### src/hw/cpu_macros.svh
`ifndef CPU_MACROS_SVH
`define CPU_MACROS_SVH

// Width of registers, data and both address buses
`define CPU_DATA_WIDTH 16

// Architectural registers r0..r3
`define CPU_REG_COUNT 4

// Address of the first instruction fetched after reset
`define CPU_RESET_PC 0

`endif

### src/hw/cpuPkg.sv
`default_nettype none

`include "cpu_macros.svh"

package cpuPkg;

	typedef logic [`CPU_DATA_WIDTH-1:0] dataWord;  // Register value, data or address
	typedef logic [`CPU_DATA_WIDTH-1:0] instrWord; // Raw instruction
	typedef logic [$clog2(`CPU_REG_COUNT)-1:0] regIndex;

	// Opcode field, bits 15:13
	typedef enum logic [2:0] {
		opAlu,
		opSpare1, // No-op
		opLdImm,
		opLdInd,
		opSpare4, // No-op
		opStInd,
		opBrImm,
		opBrInd
	} opcodeKind;

	// Next PC source
	typedef enum logic [1:0] {
		pcSeq,
		pcImm,
		pcReg
	} pcSel;

	// ALU function, aluOp bits 2:0
	typedef enum logic [2:0] {
		aluAdd,
		aluSub,
		aluAnd,
		aluOr,
		aluXor,
		aluShl,
		aluShr,
		aluPass
	} aluFunc;

	// One decoded instruction
	typedef struct packed {
		pcSel nextPc;
		logic regWe;
		logic wbFromMem; // Writeback from data bus
		logic wbFromImm; // Writeback from immediate
		logic memAccess;
		logic memWrite;
		regIndex dst;
		regIndex src1;
		regIndex src2;
		logic [6:0] aluOp;
		dataWord immValue; // Zero-extended 8-bit field
	} decodedCtl;

	// Prefetch buffer contents
	typedef struct packed {
		logic valid;
		dataWord pc;
		instrWord instr;
	} fetchBundle;

	// Work handed from issue to execute
	typedef struct packed {
		logic valid;
		decodedCtl ctl;
		dataWord srcA;
		dataWord srcB;
	} execBundle;

	typedef struct packed {
		logic we;
		regIndex idx;
		dataWord data;
	} regWrite;

	typedef struct packed {
		logic carry;
		logic zero;
	} flagPair;

endpackage

`default_nettype wire

### src/hw/aluUnit.sv
`timescale 1ns/1ps
`default_nettype none

module aluUnit (
	input wire [6:0] aluOp, // Bits 6:4 carry no meaning
	input wire cpuPkg::dataWord a,
	input wire cpuPkg::dataWord b,
	input wire carryIn,
	output cpuPkg::dataWord result,
	output cpuPkg::flagPair flagsOut
);
	import cpuPkg::*;

	aluFunc func;
	logic cin;   // Carry in, only when bit 3 asks for it
	logic carry;

	assign func = aluFunc'(aluOp[2:0]);
	assign cin = aluOp[3] & carryIn;

	always_comb begin
		carry = 1'b0; // Logic ops and pass clear carry
		result = a;
		case (func)
			aluAdd: {carry, result} = {1'b0, a} + {1'b0, b} + cin;
			aluSub: {carry, result} = {1'b0, a} - {1'b0, b} - cin; // Top bit is borrow
			aluAnd: result = a & b;
			aluOr: result = a | b;
			aluXor: result = a ^ b;
			aluShl: {carry, result} = {a, 1'b0}; // MSB shifted out
			aluShr: {result, carry} = {1'b0, a}; // LSB shifted out
			aluPass: result = a;
		endcase
		flagsOut.carry = carry;
		flagsOut.zero = (result == '0);
	end

endmodule

`default_nettype wire

### src/hw/cpuCore.sv
`timescale 1ns/1ps
`default_nettype none

module cpuCore (
	input wire clk,
	input wire reset,
	output logic iCyc,
	output logic iStb,
	output cpuPkg::dataWord iAdr,
	input wire cpuPkg::instrWord iDatI,
	input wire iAck,
	output logic dCyc,
	output logic dStb,
	output logic dWe,
	output cpuPkg::dataWord dAdr,
	output cpuPkg::dataWord dDatO,
	input wire cpuPkg::dataWord dDatI,
	input wire dAck
);
	import cpuPkg::*;

	fetchBundle fetched; // Prefetch buffer to issue
	logic take;
	logic redirect;
	dataWord redirectPc;
	execBundle issued;   // Issue to execute
	logic busy;
	flagPair flags;
	regWrite wr;         // Execute writeback into the register file

	instrFetch uFetch (
		.clk(clk),
		.reset(reset),
		.iCyc(iCyc),
		.iStb(iStb),
		.iAdr(iAdr),
		.iDatI(iDatI),
		.iAck(iAck),
		.take(take),
		.redirect(redirect),
		.redirectPc(redirectPc),
		.fetched(fetched)
	);

	issueStage uIssue (
		.clk(clk),
		.reset(reset),
		.fetched(fetched),
		.take(take),
		.redirect(redirect),
		.redirectPc(redirectPc),
		.flags(flags),
		.busy(busy),
		.wr(wr),
		.issued(issued)
	);

	executeStage uExecute (
		.clk(clk),
		.reset(reset),
		.issued(issued),
		.busy(busy),
		.flags(flags),
		.wr(wr),
		.dCyc(dCyc),
		.dStb(dStb),
		.dWe(dWe),
		.dAdr(dAdr),
		.dDatO(dDatO),
		.dDatI(dDatI),
		.dAck(dAck)
	);

endmodule

`default_nettype wire

### src/hw/decoder.sv
`timescale 1ns/1ps
`default_nettype none

module decoder (
	input wire cpuPkg::instrWord instruction,
	input wire cpuPkg::flagPair flags, // Only branches look at these
	output cpuPkg::decodedCtl ctl
);
	import cpuPkg::*;

	opcodeKind opcode;
	logic flagPick; // Carry or zero as chosen by bit 12
	logic condMet;  // Branch polarity in bit 11 matches

	assign opcode = opcodeKind'(instruction[15:13]);
	assign flagPick = instruction[12] ? flags.zero : flags.carry;
	assign condMet = (instruction[11] == flagPick);

	always_comb begin
		ctl = '0;
		ctl.nextPc = pcSeq;

		// Fields sit in fixed places for every opcode
		ctl.dst = instruction[12:11];
		ctl.src1 = instruction[10:9];
		ctl.src2 = instruction[8:7];
		ctl.aluOp = instruction[6:0];
		ctl.immValue = {8'h00, instruction[7:0]}; // Zero-extend

		case (opcode)
			opAlu: begin
				ctl.regWe = 1'b1; // Result back to dst
			end
			opLdImm: begin
				ctl.regWe = 1'b1;
				ctl.wbFromImm = 1'b1;
			end
			opLdInd: begin
				ctl.regWe = 1'b1;
				ctl.wbFromMem = 1'b1; // Data bus read from the address in src1
				ctl.memAccess = 1'b1;
			end
			opStInd: begin
				ctl.memAccess = 1'b1;
				ctl.memWrite = 1'b1; // src2 to address in src1
			end
			opBrImm: begin
				if (condMet)
					ctl.nextPc = pcImm;
			end
			opBrInd: begin
				if (condMet)
					ctl.nextPc = pcReg; // Target in src1
			end
			default: begin
				// Spare opcodes fall through as no-ops
			end
		endcase
	end

endmodule

`default_nettype wire

### src/hw/executeStage.sv
`timescale 1ns/1ps
`default_nettype none

module executeStage (
	input wire clk,
	input wire reset,
	input wire cpuPkg::execBundle issued,
	output logic busy,
	output cpuPkg::flagPair flags,
	output cpuPkg::regWrite wr,
	output logic dCyc,
	output logic dStb,
	output logic dWe,
	output cpuPkg::dataWord dAdr,
	output cpuPkg::dataWord dDatO,
	input wire cpuPkg::dataWord dDatI,
	input wire dAck
);
	import cpuPkg::*;

	flagPair flagReg;
	flagPair aluFlags;
	dataWord aluResult;
	logic memOp;     // Load or store held here
	logic memDone;   // Data cycle ends this edge
	logic retire;
	logic aluRetire;

	aluUnit uAlu (
		.aluOp(issued.ctl.aluOp),
		.a(issued.srcA),
		.b(issued.srcB),
		.carryIn(flagReg.carry),
		.result(aluResult),
		.flagsOut(aluFlags)
	);

	assign memOp = issued.valid && issued.ctl.memAccess;
	assign memDone = dCyc && dAck;
	assign busy = memOp && !memDone; // Memory ops stall until ack
	assign retire = issued.valid && !busy;
	assign aluRetire = retire && issued.ctl.regWe && !issued.ctl.memAccess
		&& !issued.ctl.wbFromImm;

	// Issue sees flags as they will be after this edge
	assign flags = aluRetire ? aluFlags : flagReg;

	always_ff @(posedge clk) begin
		if (reset)
			flagReg <= '0;
		else if (aluRetire)
			flagReg <= aluFlags;
	end

	// Data bus master
	always_ff @(posedge clk) begin
		if (reset) begin
			dCyc <= 1'b0;
			dStb <= 1'b0;
			dWe <= 1'b0;
		end else if (memDone) begin
			dCyc <= 1'b0;
			dStb <= 1'b0;
			dWe <= 1'b0;
		end else if (memOp && !dCyc) begin
			dCyc <= 1'b1;
			dStb <= 1'b1;
			dWe <= issued.ctl.memWrite;
		end
	end

	always_ff @(posedge clk) begin
		if (memOp && !dCyc) begin
			dAdr <= issued.srcA;  // Address from src1
			dDatO <= issued.srcB; // Store data from src2
		end
	end

	always_comb begin
		wr.we = retire && issued.ctl.regWe;
		wr.idx = issued.ctl.dst;
		if (issued.ctl.wbFromMem)
			wr.data = dDatI; // Load result on the ack edge
		else if (issued.ctl.wbFromImm)
			wr.data = issued.ctl.immValue;
		else
			wr.data = aluResult;
	end

	dWeInCycle: assert property (@(posedge clk) disable iff (reset) dWe |-> dCyc);

	// Loads write back only together with the bus ack
	wbOnRetire: assert property (@(posedge clk) disable iff (reset)
		wr.we |-> issued.valid && (!issued.ctl.memAccess || dAck));

endmodule

`default_nettype wire

### src/hw/instrFetch.sv
`timescale 1ns/1ps
`default_nettype none

`include "cpu_macros.svh"

module instrFetch (
	input wire clk,
	input wire reset,
	output logic iCyc,
	output logic iStb,
	output cpuPkg::dataWord iAdr,
	input wire cpuPkg::instrWord iDatI,
	input wire iAck,
	input wire take,
	input wire redirect,
	input wire cpuPkg::dataWord redirectPc,
	output cpuPkg::fetchBundle fetched
);
	import cpuPkg::*;

	dataWord pc;        // Next address to fetch
	logic bufValid;     // Prefetch buffer holds an instruction
	dataWord bufPc;
	instrWord bufInstr;
	logic dropResp;     // Open cycle was overtaken by a redirect
	logic startCyc;
	logic ackNow;

	assign ackNow = iCyc && iAck;

	// New cycle only into a free buffer, never on the redirect edge
	assign startCyc = !iCyc && (!bufValid || take) && !redirect;

	always_ff @(posedge clk) begin
		if (reset) begin
			pc <= dataWord'(`CPU_RESET_PC);
			iCyc <= 1'b0;
			iStb <= 1'b0;
			bufValid <= 1'b0;
			dropResp <= 1'b0;
		end else begin
			if (take)
				bufValid <= 1'b0; // Issue consumes the buffer
			if (startCyc) begin
				iCyc <= 1'b1;
				iStb <= 1'b1;
				pc <= pc + 1'b1;
			end
			if (ackNow) begin
				iCyc <= 1'b0; // Drop cyc/stb right after ack
				iStb <= 1'b0;
				dropResp <= 1'b0;
				if (!dropResp && !redirect)
					bufValid <= 1'b1;
			end else if (iCyc && redirect) begin
				dropResp <= 1'b1; // Let the cycle finish, ignore its data
			end
			if (redirect) begin
				pc <= redirectPc;
				bufValid <= 1'b0; // Prefetched word is on the wrong path
			end
		end
	end

	// Address and buffer payload
	always_ff @(posedge clk) begin
		if (startCyc)
			iAdr <= pc;
		if (ackNow) begin
			bufPc <= iAdr;
			bufInstr <= iDatI;
		end
	end

	assign fetched = '{valid: bufValid, pc: bufPc, instr: bufInstr};

	stbWithCyc: assert property (@(posedge clk) disable iff (reset) iStb |-> iCyc);

	// Wishbone classic: address held until the slave acks
	adrHeld: assert property (@(posedge clk) disable iff (reset)
		iCyc && !iAck |=> $stable(iAdr));

endmodule

`default_nettype wire

### src/hw/issueStage.sv
`timescale 1ns/1ps
`default_nettype none

module issueStage (
	input wire clk,
	input wire reset,
	input wire cpuPkg::fetchBundle fetched,
	output logic take,
	output logic redirect,
	output cpuPkg::dataWord redirectPc,
	input wire cpuPkg::flagPair flags,
	input wire busy,
	input wire cpuPkg::regWrite wr,
	output cpuPkg::execBundle issued
);
	import cpuPkg::*;

	decodedCtl ctl;
	dataWord valA; // src1 value, also indirect branch target
	dataWord valB;
	opcodeKind opcode;
	logic isBranch;

	decoder uDecoder (
		.instruction(fetched.instr),
		.flags(flags),
		.ctl(ctl)
	);

	regFile uRegs (
		.clk(clk),
		.reset(reset),
		.rdA(ctl.src1),
		.rdB(ctl.src2),
		.valA(valA),
		.valB(valB),
		.wr(wr)
	);

	assign opcode = opcodeKind'(fetched.instr[15:13]);
	assign isBranch = (opcode == opBrImm) || (opcode == opBrInd);

	// Wait for execute so operands and flags are final
	assign take = fetched.valid && !busy;

	// Branches finish here, taken or not
	assign redirect = take && (ctl.nextPc != pcSeq);
	assign redirectPc = (ctl.nextPc == pcReg) ? valA : ctl.immValue;

	always_ff @(posedge clk) begin
		if (reset) begin
			issued.valid <= 1'b0;
		end else if (take && !isBranch) begin
			issued.valid <= 1'b1;
			issued.ctl <= ctl;
			issued.srcA <= valA;
			issued.srcB <= valB;
		end else if (!busy) begin
			issued.valid <= 1'b0; // Previous bundle retired
		end
	end

	// A stalled bundle stays put until execute lets go
	heldWhileBusy: assert property (@(posedge clk) disable iff (reset)
		busy |=> $stable(issued));

endmodule

`default_nettype wire

### src/hw/regFile.sv
`timescale 1ns/1ps
`default_nettype none

`include "cpu_macros.svh"

module regFile (
	input wire clk,
	input wire reset,
	input wire cpuPkg::regIndex rdA,
	input wire cpuPkg::regIndex rdB,
	output cpuPkg::dataWord valA,
	output cpuPkg::dataWord valB,
	input wire cpuPkg::regWrite wr
);
	import cpuPkg::*;

	dataWord regs [`CPU_REG_COUNT];

	always_ff @(posedge clk) begin
		if (reset) begin
			for (int i = 0; i < `CPU_REG_COUNT; i++)
				regs[i] <= '0;
		end else if (wr.we) begin
			regs[wr.idx] <= wr.data;
		end
	end

	// Write-through, a value retiring this edge is seen at once
	assign valA = (wr.we && wr.idx == rdA) ? wr.data : regs[rdA];
	assign valB = (wr.we && wr.idx == rdB) ? wr.data : regs[rdB];

endmodule

`default_nettype wire

### config.mk
export PLATFORM = sky130hd
export DESIGN_NAME = cpuCore
export DESIGN_NICKNAME = d
export VERILOG_FILES = /design/src/hw/cpuPkg.sv /design/src/hw/aluUnit.sv /design/src/hw/cpuCore.sv /design/src/hw/decoder.sv /design/src/hw/executeStage.sv /design/src/hw/instrFetch.sv /design/src/hw/issueStage.sv /design/src/hw/regFile.sv
export VERILOG_INCLUDE_DIRS = /design/src /design/src/hw
export SDC_FILE = /design/constraint.sdc
export NUM_CORES = 1
export LEC_CHECK = 0
export BUFFER_PORTS_ARGS = -buffer_cell sky130_fd_sc_hd__buf_2
export CAP_MARGIN = 10
export CORE_MARGIN = 4
export CORE_UTILIZATION = 41
export CTS_BUF_LIST = sky130_fd_sc_hd__clkbuf_2
export DETAILED_ROUTE_END_ITERATION = 10
export PLACE_DENSITY_LB_ADDON = 0.12
export SYNTH_ARGS = -nofsm -noshare
export SYNTH_HDL_FRONTEND = slang
export SYNTH_HIERARCHICAL = 1
export SYNTH_SLANG_ARGS = --single-unit
### constraint.sdc
create_clock -name clk -period 8.05 [get_ports clk]
set_clock_uncertainty 0.2 [all_clocks]
set_input_delay 0.805 -clock clk [delete_from_list [all_inputs] [get_ports clk]]
set_output_delay 0.805 -clock clk [all_outputs]
set_load 0.005 [all_outputs]
; Yosys cells after proc, flatten, opt, wreduce, memory -nomap -nowiden
; Memories as Yosys holds them, arrays and structs flattened. A register that Yosys moved wholly into a read port is not among the register bits.
; Index checks and enable logic that the tools add are counted.
[classes]
n_shift = 0
add_sub_neg = 5
n_eq_ne = 16
muxes = 32
div = 0
n_bitwise = 5
n_mul = 0
n_reduce_logical = 41
n_lt_le_gt_ge = 0
[ops]
columns = cell, count
row1 = $pmux 16 s8, 1
row2 = $mux 16, 7
row3 = $eq 3x3->1 const B, 7
row4 = $mux 1, 18
row5 = $add 16x16->17, 1
row6 = $add 17x1->17, 1
row7 = $logic_and 1x1->1, 17
row8 = $sub 16x16->17, 1
row9 = $sub 17x1->17, 1
row10 = $add 16x1->16 const B, 1
row11 = $and 16x16->16, 1
row12 = $logic_not 16->1, 1
row13 = $or 16x16->16, 1
row14 = $reduce_or 16->1, 1
row15 = $xor 16x16->16, 1
row16 = $eq 3x2->1 const B, 4
row17 = $logic_not 1->1, 10
row18 = $mux 2, 4
row19 = $reduce_or 2->1, 4
row20 = $logic_not 3->1, 2
row21 = $pmux 1 s4, 1
row22 = $pmux 2 s2, 1
row23 = $reduce_bool 2->1, 2
row24 = $eq 3x1->1 const B, 1
row25 = other kinds (9), 10
[totals]
reg_bits = 123
inputBits = 36
latchBits = 0
n_memories = 1
out_inout_bits = 53
elab_cells = 122
ram_bits = 64
romBits = 0
[mem_list]
columns = memory, depth, width, read_ports, rd_ports_with_merged_regs, wr, line
row1 = uIssue.uRegs.regs, 4, 16, 2, 2, 4, regFile.sv:17  ; dataWord regs [`CPU_REG_COUNT];

; Longest topological paths before layout
; Gate-level depths: netlist (run 1).
[depth]
word_depth = 19
depth_mapped = 24
mapped_depth_nobuf = 22

; Hierarchy
; The synthesis (run 1) kept the hierarchy.
[by_module_without_submodules]
columns = module, area_each_um2, cells_each, n_inst, seq_area_each_um2
row1 = regFile, 3812.4, 221, 1, 1921.8
row2 = aluUnit, 3253.1, 451, 1, 0.0
row3 = instrFetch, 2486.1, 174, 1, 1821.7
row4 = issueStage, 2358.5, 95, 1, 2062.0
row5 = executeStage, 1516.5, 109, 1, 1041.0
row6 = decoder, 325.3, 43, 1, 0.0

; Worst setup path after synthesis (run 1)
; OpenSTA, ideal clock, no wires.
[synth_path]
path_type = register -> register
from = register, netlist name uIssue/issued[16]
to = register uFetch.iAdr[0] (enable)
path_stages_with_launch = 18
path_buffers = 0
arrival_ns = 5.366
period_less_slack_ns = 5.978
setup_ns = 0.412
setup_slack_ns = 2.072
t_required_ns = 7.438
path_cell_list = edfxtp_1 inv_1 fa_1 fa_1 nor2b_1 o21a_1 nor2_1 xnor2_1 a21o_1 or4b_1 or4b_1 or4_1 nor4_2 mux2_2 mux2i_1 mux2i_1 o21a_1 nor3_1
[synth_rtl]
columns = item, line
row1 = "end signal, assigned", instrFetch.sv:68  ; iAdr <= pc;
row2 = "end, declared", instrFetch.sv:11  ; output cpuPkg::dataWord iAdr,

==> flow_summary.toml, run 1 <==
[clocking]
clk_pin_slew_ps = 110
root_buffer = "clkbuf_2"
clock_sink_count = 211
hold_buffers = 17
postCtsSetupBuffers = 0
clock_path_buffers = 3
cts.htree.levels = 2
cts_tree = "yes"
ctsResizeCount = 0
clock_latency_ps = 910
cts_made_buffers = 57

[power]
pwr-share-seq_pct = 55.0
power.internal_mw = 1.67
p_sw_share_pct = 28.5
power_frac_comb_pct = 12.9
cellPowerDensity_nw_per_um2 = 165
p_clk_share_pct = 32.2
ir_worst_vdd_v = 0.0000859
power.total_mw = 2.33
power.leakage_nw = 5.72
power_switching_mw = 0.664

[placement]
place_inst = 1488
dp_slack_ps = 1860
dp.final_hpwl_um = 25000
numPortBuffers = 88
gp_congestion = 0.924

[layout]
finalNetCount = 1271
area_growth_pct = 8.99
layout-drive-gt1-share_pct = 23.5
mostFrequentLayoutCell = "edfxtp_1"
layout_common_cells = "187 x edfxtp_1, 88 x buf_2, 86 x clkbuf_2"
layout.cells.non_filler = 1608

[worst_setup_path]
crit_path_start_kind = "register"
critical_path.slowest_cell = "a211oi_1"
cp_top_family = "compound AO/OA/AOI/OAI gates"
cp_max_fo = 18
crit_chain = "inv_1 -> ha_1 -> ha_1 -> nor3_1 -> a211oi_1 -> a21oi_1 -> o2111ai_1 -> xnor2_1 -> o211ai_2 -> or4b_1 -> or4_1 -> nor4_2 -> mux2_2 -> mux2i_1 -> mux2i_1 -> o21a_1 -> inv_1 -> buf_4 -> o21bai_1 -> a211oi_1 -> and3_1"
crit_start = "uIssue/issued[19]"
critPathArrivalTime_ps = 6850
required_ps = 8620
worst-setup-path-type = "register to register"
crit_buf_inv = 3
worstReg2RegStart = "uIssue/issued[19]"
cp_slowest_stage_delay_ps = 610
cp-end-kind = "register"

[global_routing]
grt_pass1_wl_um = 53400
grt_pass1_vias = 8801
grt_max_degree = 53
grt_antenna_before_repair = 2
track_usage_pct = 20.4
grt.overflow.total = 0

[route]
ant_nets = 0
vias = 8841
wl_per_cell_um = 21.8
first_iter_violations = 724
wl_um = 35000
drtPass1Iterations = 5
via_per_inst = 5.50
drc = 0

[logic_synthesis]
ys.warnings.count = 6
synth_cells = 1065
syn_area_per_cell_um2 = 12.2
synth_area_um2 = 13000

[worst_hold_path]
min_from = "uFetch/bufInstr[2]"
hold_path.class = "register to register"

[timing]
period_needed_ps = 6280
setup_slack_ps = 1770
hold_viol = 0
tns_ps = 0
worstMarginPinSlew_ps = 1160
finalCritPeriodShare_pct = 78.0
setup_viol = 0
relSlewSlack_pct = 22.3
rsz0062_at_grt = "no"
slew_viol_final = 0
maxClockFrequency_ghz = 0.159

[floorplanning]
die_area_um2 = 34600
rows = 64
start_util_pct = 42.0
fp.coreArea_um2 = 30900
ioPinCount = 89
die_y_um = 186
die_w_um = 186

[run_status]
status = "completed"

[run]
cap_violations = 0
## final timing paths
path	slack, ps	to	cells after the start
max	1770	uFetch/pc[15]	21
min	270	uIssue/issued[50]	0
max reg2reg	1770	uFetch/pc[15]	21
min reg2reg	270	uIssue/issued[50]	0
## area by class of cell
cell class | instances | area, µm²
Fill cell | 2890 | 16800
Multi-Input combinational cell | 716 | 6090
Timing Repair Buffer | 119 | 716
Clock buffer | 86 | 430
Clock inverter | 14 | 76.3
Antenna cell | 3 | 7.51
Sequential cell | 211 | 6100
Tap cell | 396 | 495
Inverter | 63 | 236
## sequential cells by signal (all words and copies together), names as in the netlist
name,cells
uExecute/dAdr,16
uExecute/dDatO,16
uExecute/dStb,1
uExecute/dWe,1
uExecute/flagReg,2
uFetch/bufInstr,16
uFetch/bufValid,1
uFetch/dropResp,1
uFetch/iAdr,16
uFetch/iStb,1
uFetch/pc,16
uIssue/issued,60
uIssue/uRegs/regs,64
## power groups by stage
stage / combinational [mW] / clock (mW) / sequential, mW
after floorplan: 0.217 / 0 / 1.29
after CTS: 0.299 / 0.790 / 1.28
after global routing: 0.328 / 0.851 / 1.29
after global placement: 0.291 / 0 / 1.31
final: 0.300 / 0.749 / 1.28
after detailed placement: 0.291 / 0 / 1.31
## worst reg2reg max path: cells and delay by family (launching register included)
| kind | cells | cell delay (ps) |
|---|---|---|
| AO/OA/AOI/OAI | 7 | 1700 |
| AND/OR/NAND/NOR | 5 | 1520 |
| adder cells (fa/ha/maj) | 2 | 820 |
| multiplexers | 3 | 680 |
| buffers and inverters | 3 | 630 |
| flip-flops | 1 | 450 |
| XOR/XNOR | 1 | 180 |
## per-layer routing
metal	wire length, µm	up-vias	GRT usage (%)	part of all wire (%)
met5	0	-	0	0
met4	1150	0	7.37	3.3
met3	1670	71	3.24	4.8
met2	16200	241	31.8	46
met1	16000	4323	28.8	46
li1	-	4206	-	-
## stage by stage
step           hold slack (ps)  utilization, %  instance area, µm²
2_1_floorplan              244               -               13000
3_3_place_gp               266            43.6               13500
3_5_place_dp               269            43.6               13500
4_1_cts                    180            45.7               14100
5_1_grt                    235            45.8               14100
6_report                   269            45.8               14100
Power figures use the tool's default switching activity.
==> inputs of run 2 (changes only) <==
- ABC_AREA: default -> 1
- clock period: 8.05 -> 6.2 ns (I/O delays scaled with it)
==> run 2 against run 1 <==
  * Final cell count up 46%
  * Sequential cell count unchanged
  * Combinational power up 53%
  * Worst setup slack worse by 960 ps
  * Sequential power up 30%
  * Largest cell class unchanged
==> flow_summary.toml, run 2 <==
[layout]
mostFrequentLayoutCell = "nand2_1"
largest_reg_flops = 64
fill_cells = 3371
multi_input_area_um2 = 5990
seq_area_um2 = 6100
finalNetCount = 1968
biggestRegsByFlops = "uIssue/uRegs/regs x64, uIssue/issued x60"
area_growth_pct = 8.50
largest_register = "uIssue/uRegs/regs"
layout-drive-gt1-share_pct = 12.7
layout_common_cells = "529 x nand2_1, 253 x inv_1, 198 x nand3_1"

[global_routing]
grt_pass1_wl_um = 66500
grt_pass1_vias = 11500
grt.overflow.total = 0
track_usage_pct = 23.7
grt_antenna_before_repair = 1
grt_max_degree = 60

[route]
drtPass1Iterations = 9
wl_per_cell_um = 18.5
drc = 0
wl_um = 43600
first_iter_violations = 1190
vias = 12100
ant_nets = 0
via_per_inst = 5.15

[clocking]
clock_path_buffers = 3
root_buffer = "clkbuf_2"
postCtsSetupBuffers = 0
clk_pin_slew_ps = 110
clock_latency_ps = 860
cts_tree = "yes"
cts.htree.levels = 2
clock_sink_count = 211
cts_made_buffers = 56

[timing]
worstMarginPinSlew_ps = 1210
period_needed_ps = 5390
slew_viol_final = 0
finalCritPeriodShare_pct = 86.9
setup_viol = 0
hold_viol = 0
maxClockFrequency_ghz = 0.186
tns_ps = 0
setup_slack_ps = 814
relSlewSlack_pct = 19.5
rsz0062_at_grt = "no"

[worst_setup_path]
worst-setup-path-type = "register to register"
crit_path_start_kind = "register"
cp_max_fo = 18
critPathArrivalTime_ps = 5880
critical_path.slowest_cell = "edfxtp_1"
cp_slowest_stage_delay_ps = 520
cp_common_cell = "nand2_1"
cp-end-kind = "register"
required_ps = 6700

[power]
ir_worst_vdd_v = 0.000117
cellPowerDensity_nw_per_um2 = 206
power.leakage_nw = 7.04

[placement]
dp_slack_ps = 945
numPortBuffers = 88
dp.final_hpwl_um = 31600
gp_congestion = 0.960

[logic_synthesis]
syn_area_per_cell_um2 = 7.73
synth_cells = 1771
synth_area_um2 = 13700
ys.warnings.count = 6

[floorplanning]
fp.coreArea_um2 = 32700
die_y_um = 191
die_w_um = 191
rows = 66
die_area_um2 = 36400
start_util_pct = 41.8
ioPinCount = 89

[run_status]
status = "completed"

[run]
cap_violations = 0

[worst_hold_path]
hold_path.class = "input port to register"
run 2: path summary, 6_finish.rpt:
path	start	to	slack, ps	depth (start not counted)
worst min register to register	uFetch/dropResp	uFetch/dropResp	270	2
worst min-delay path	dDatI[2]	uIssue/uRegs/regs[1][2]	160	5
worst max-delay path	uIssue/issued[21]	uFetch/pc[5]	810	31
worst max register to register	uIssue/issued[21]	uFetch/pc[5]	810	31
run 2: repair_timing:
| action | in CTS | in global routing |
|---|---|---|
| gates resized for setup | 0 | 0 |
| hold buffers | 19 | 0 |
| endpoints found under the hold margin | 33 | 0 |
run 2: stage by stage:
step,instance area (µm²),cells,util (%),hold WS [ps],power [mW]
2_1_floorplan,13700,1778,-,229,1.99
3_3_place_gp,14200,2230,43.3,245,2.14
3_5_place_dp,14200,2230,43.3,253,2.14
4_1_cts,14800,2350,45.4,49.6,3.10
5_1_grt,14800,2352,45.4,116,3.23
6_report,14800,2352,45.4,164,3.06
run 2: worst max-delay path, delay by kind of cell, from the launching register on:
kind | cells | cell delay [ps]
AND/OR/NAND/NOR | 18 | 2120
buffers and inverters | 8 | 920
adder cells (fa/ha/maj) | 2 | 800
AO/OA/AOI/OAI | 3 | 680
flip-flops | 1 | 520
run 2: power breakdown:
group	switching [mW]	internal, mW	total, mW
sequential	0.0435	1.61	1.66
clock	0.577	0.361	0.937
combinational	0.319	0.140	0.460
total	0.939	2.12	3.06
run 2: cell type report:
type	instances	share of cell area (%)
antenna	2	0.0337
clock inverter	17	0.464
inverter	270	6.89
multi-input combinational	1211	40.3
sequential	211	41.1
clock buffer	84	2.83
timing repair buffer	115	4.65
tap	442	3.73
run 2: routing by layer:
metal / vias up / global-route usage [%] / wire, µm
li1: 5902 / - / -
met1: 5631 / 31.9 / 18900
met2: 493 / 39.3 / 20500
met3: 80 / 3.72 / 2890
met4: 0 / 7.29 / 1240
met5: - / 0 / 0
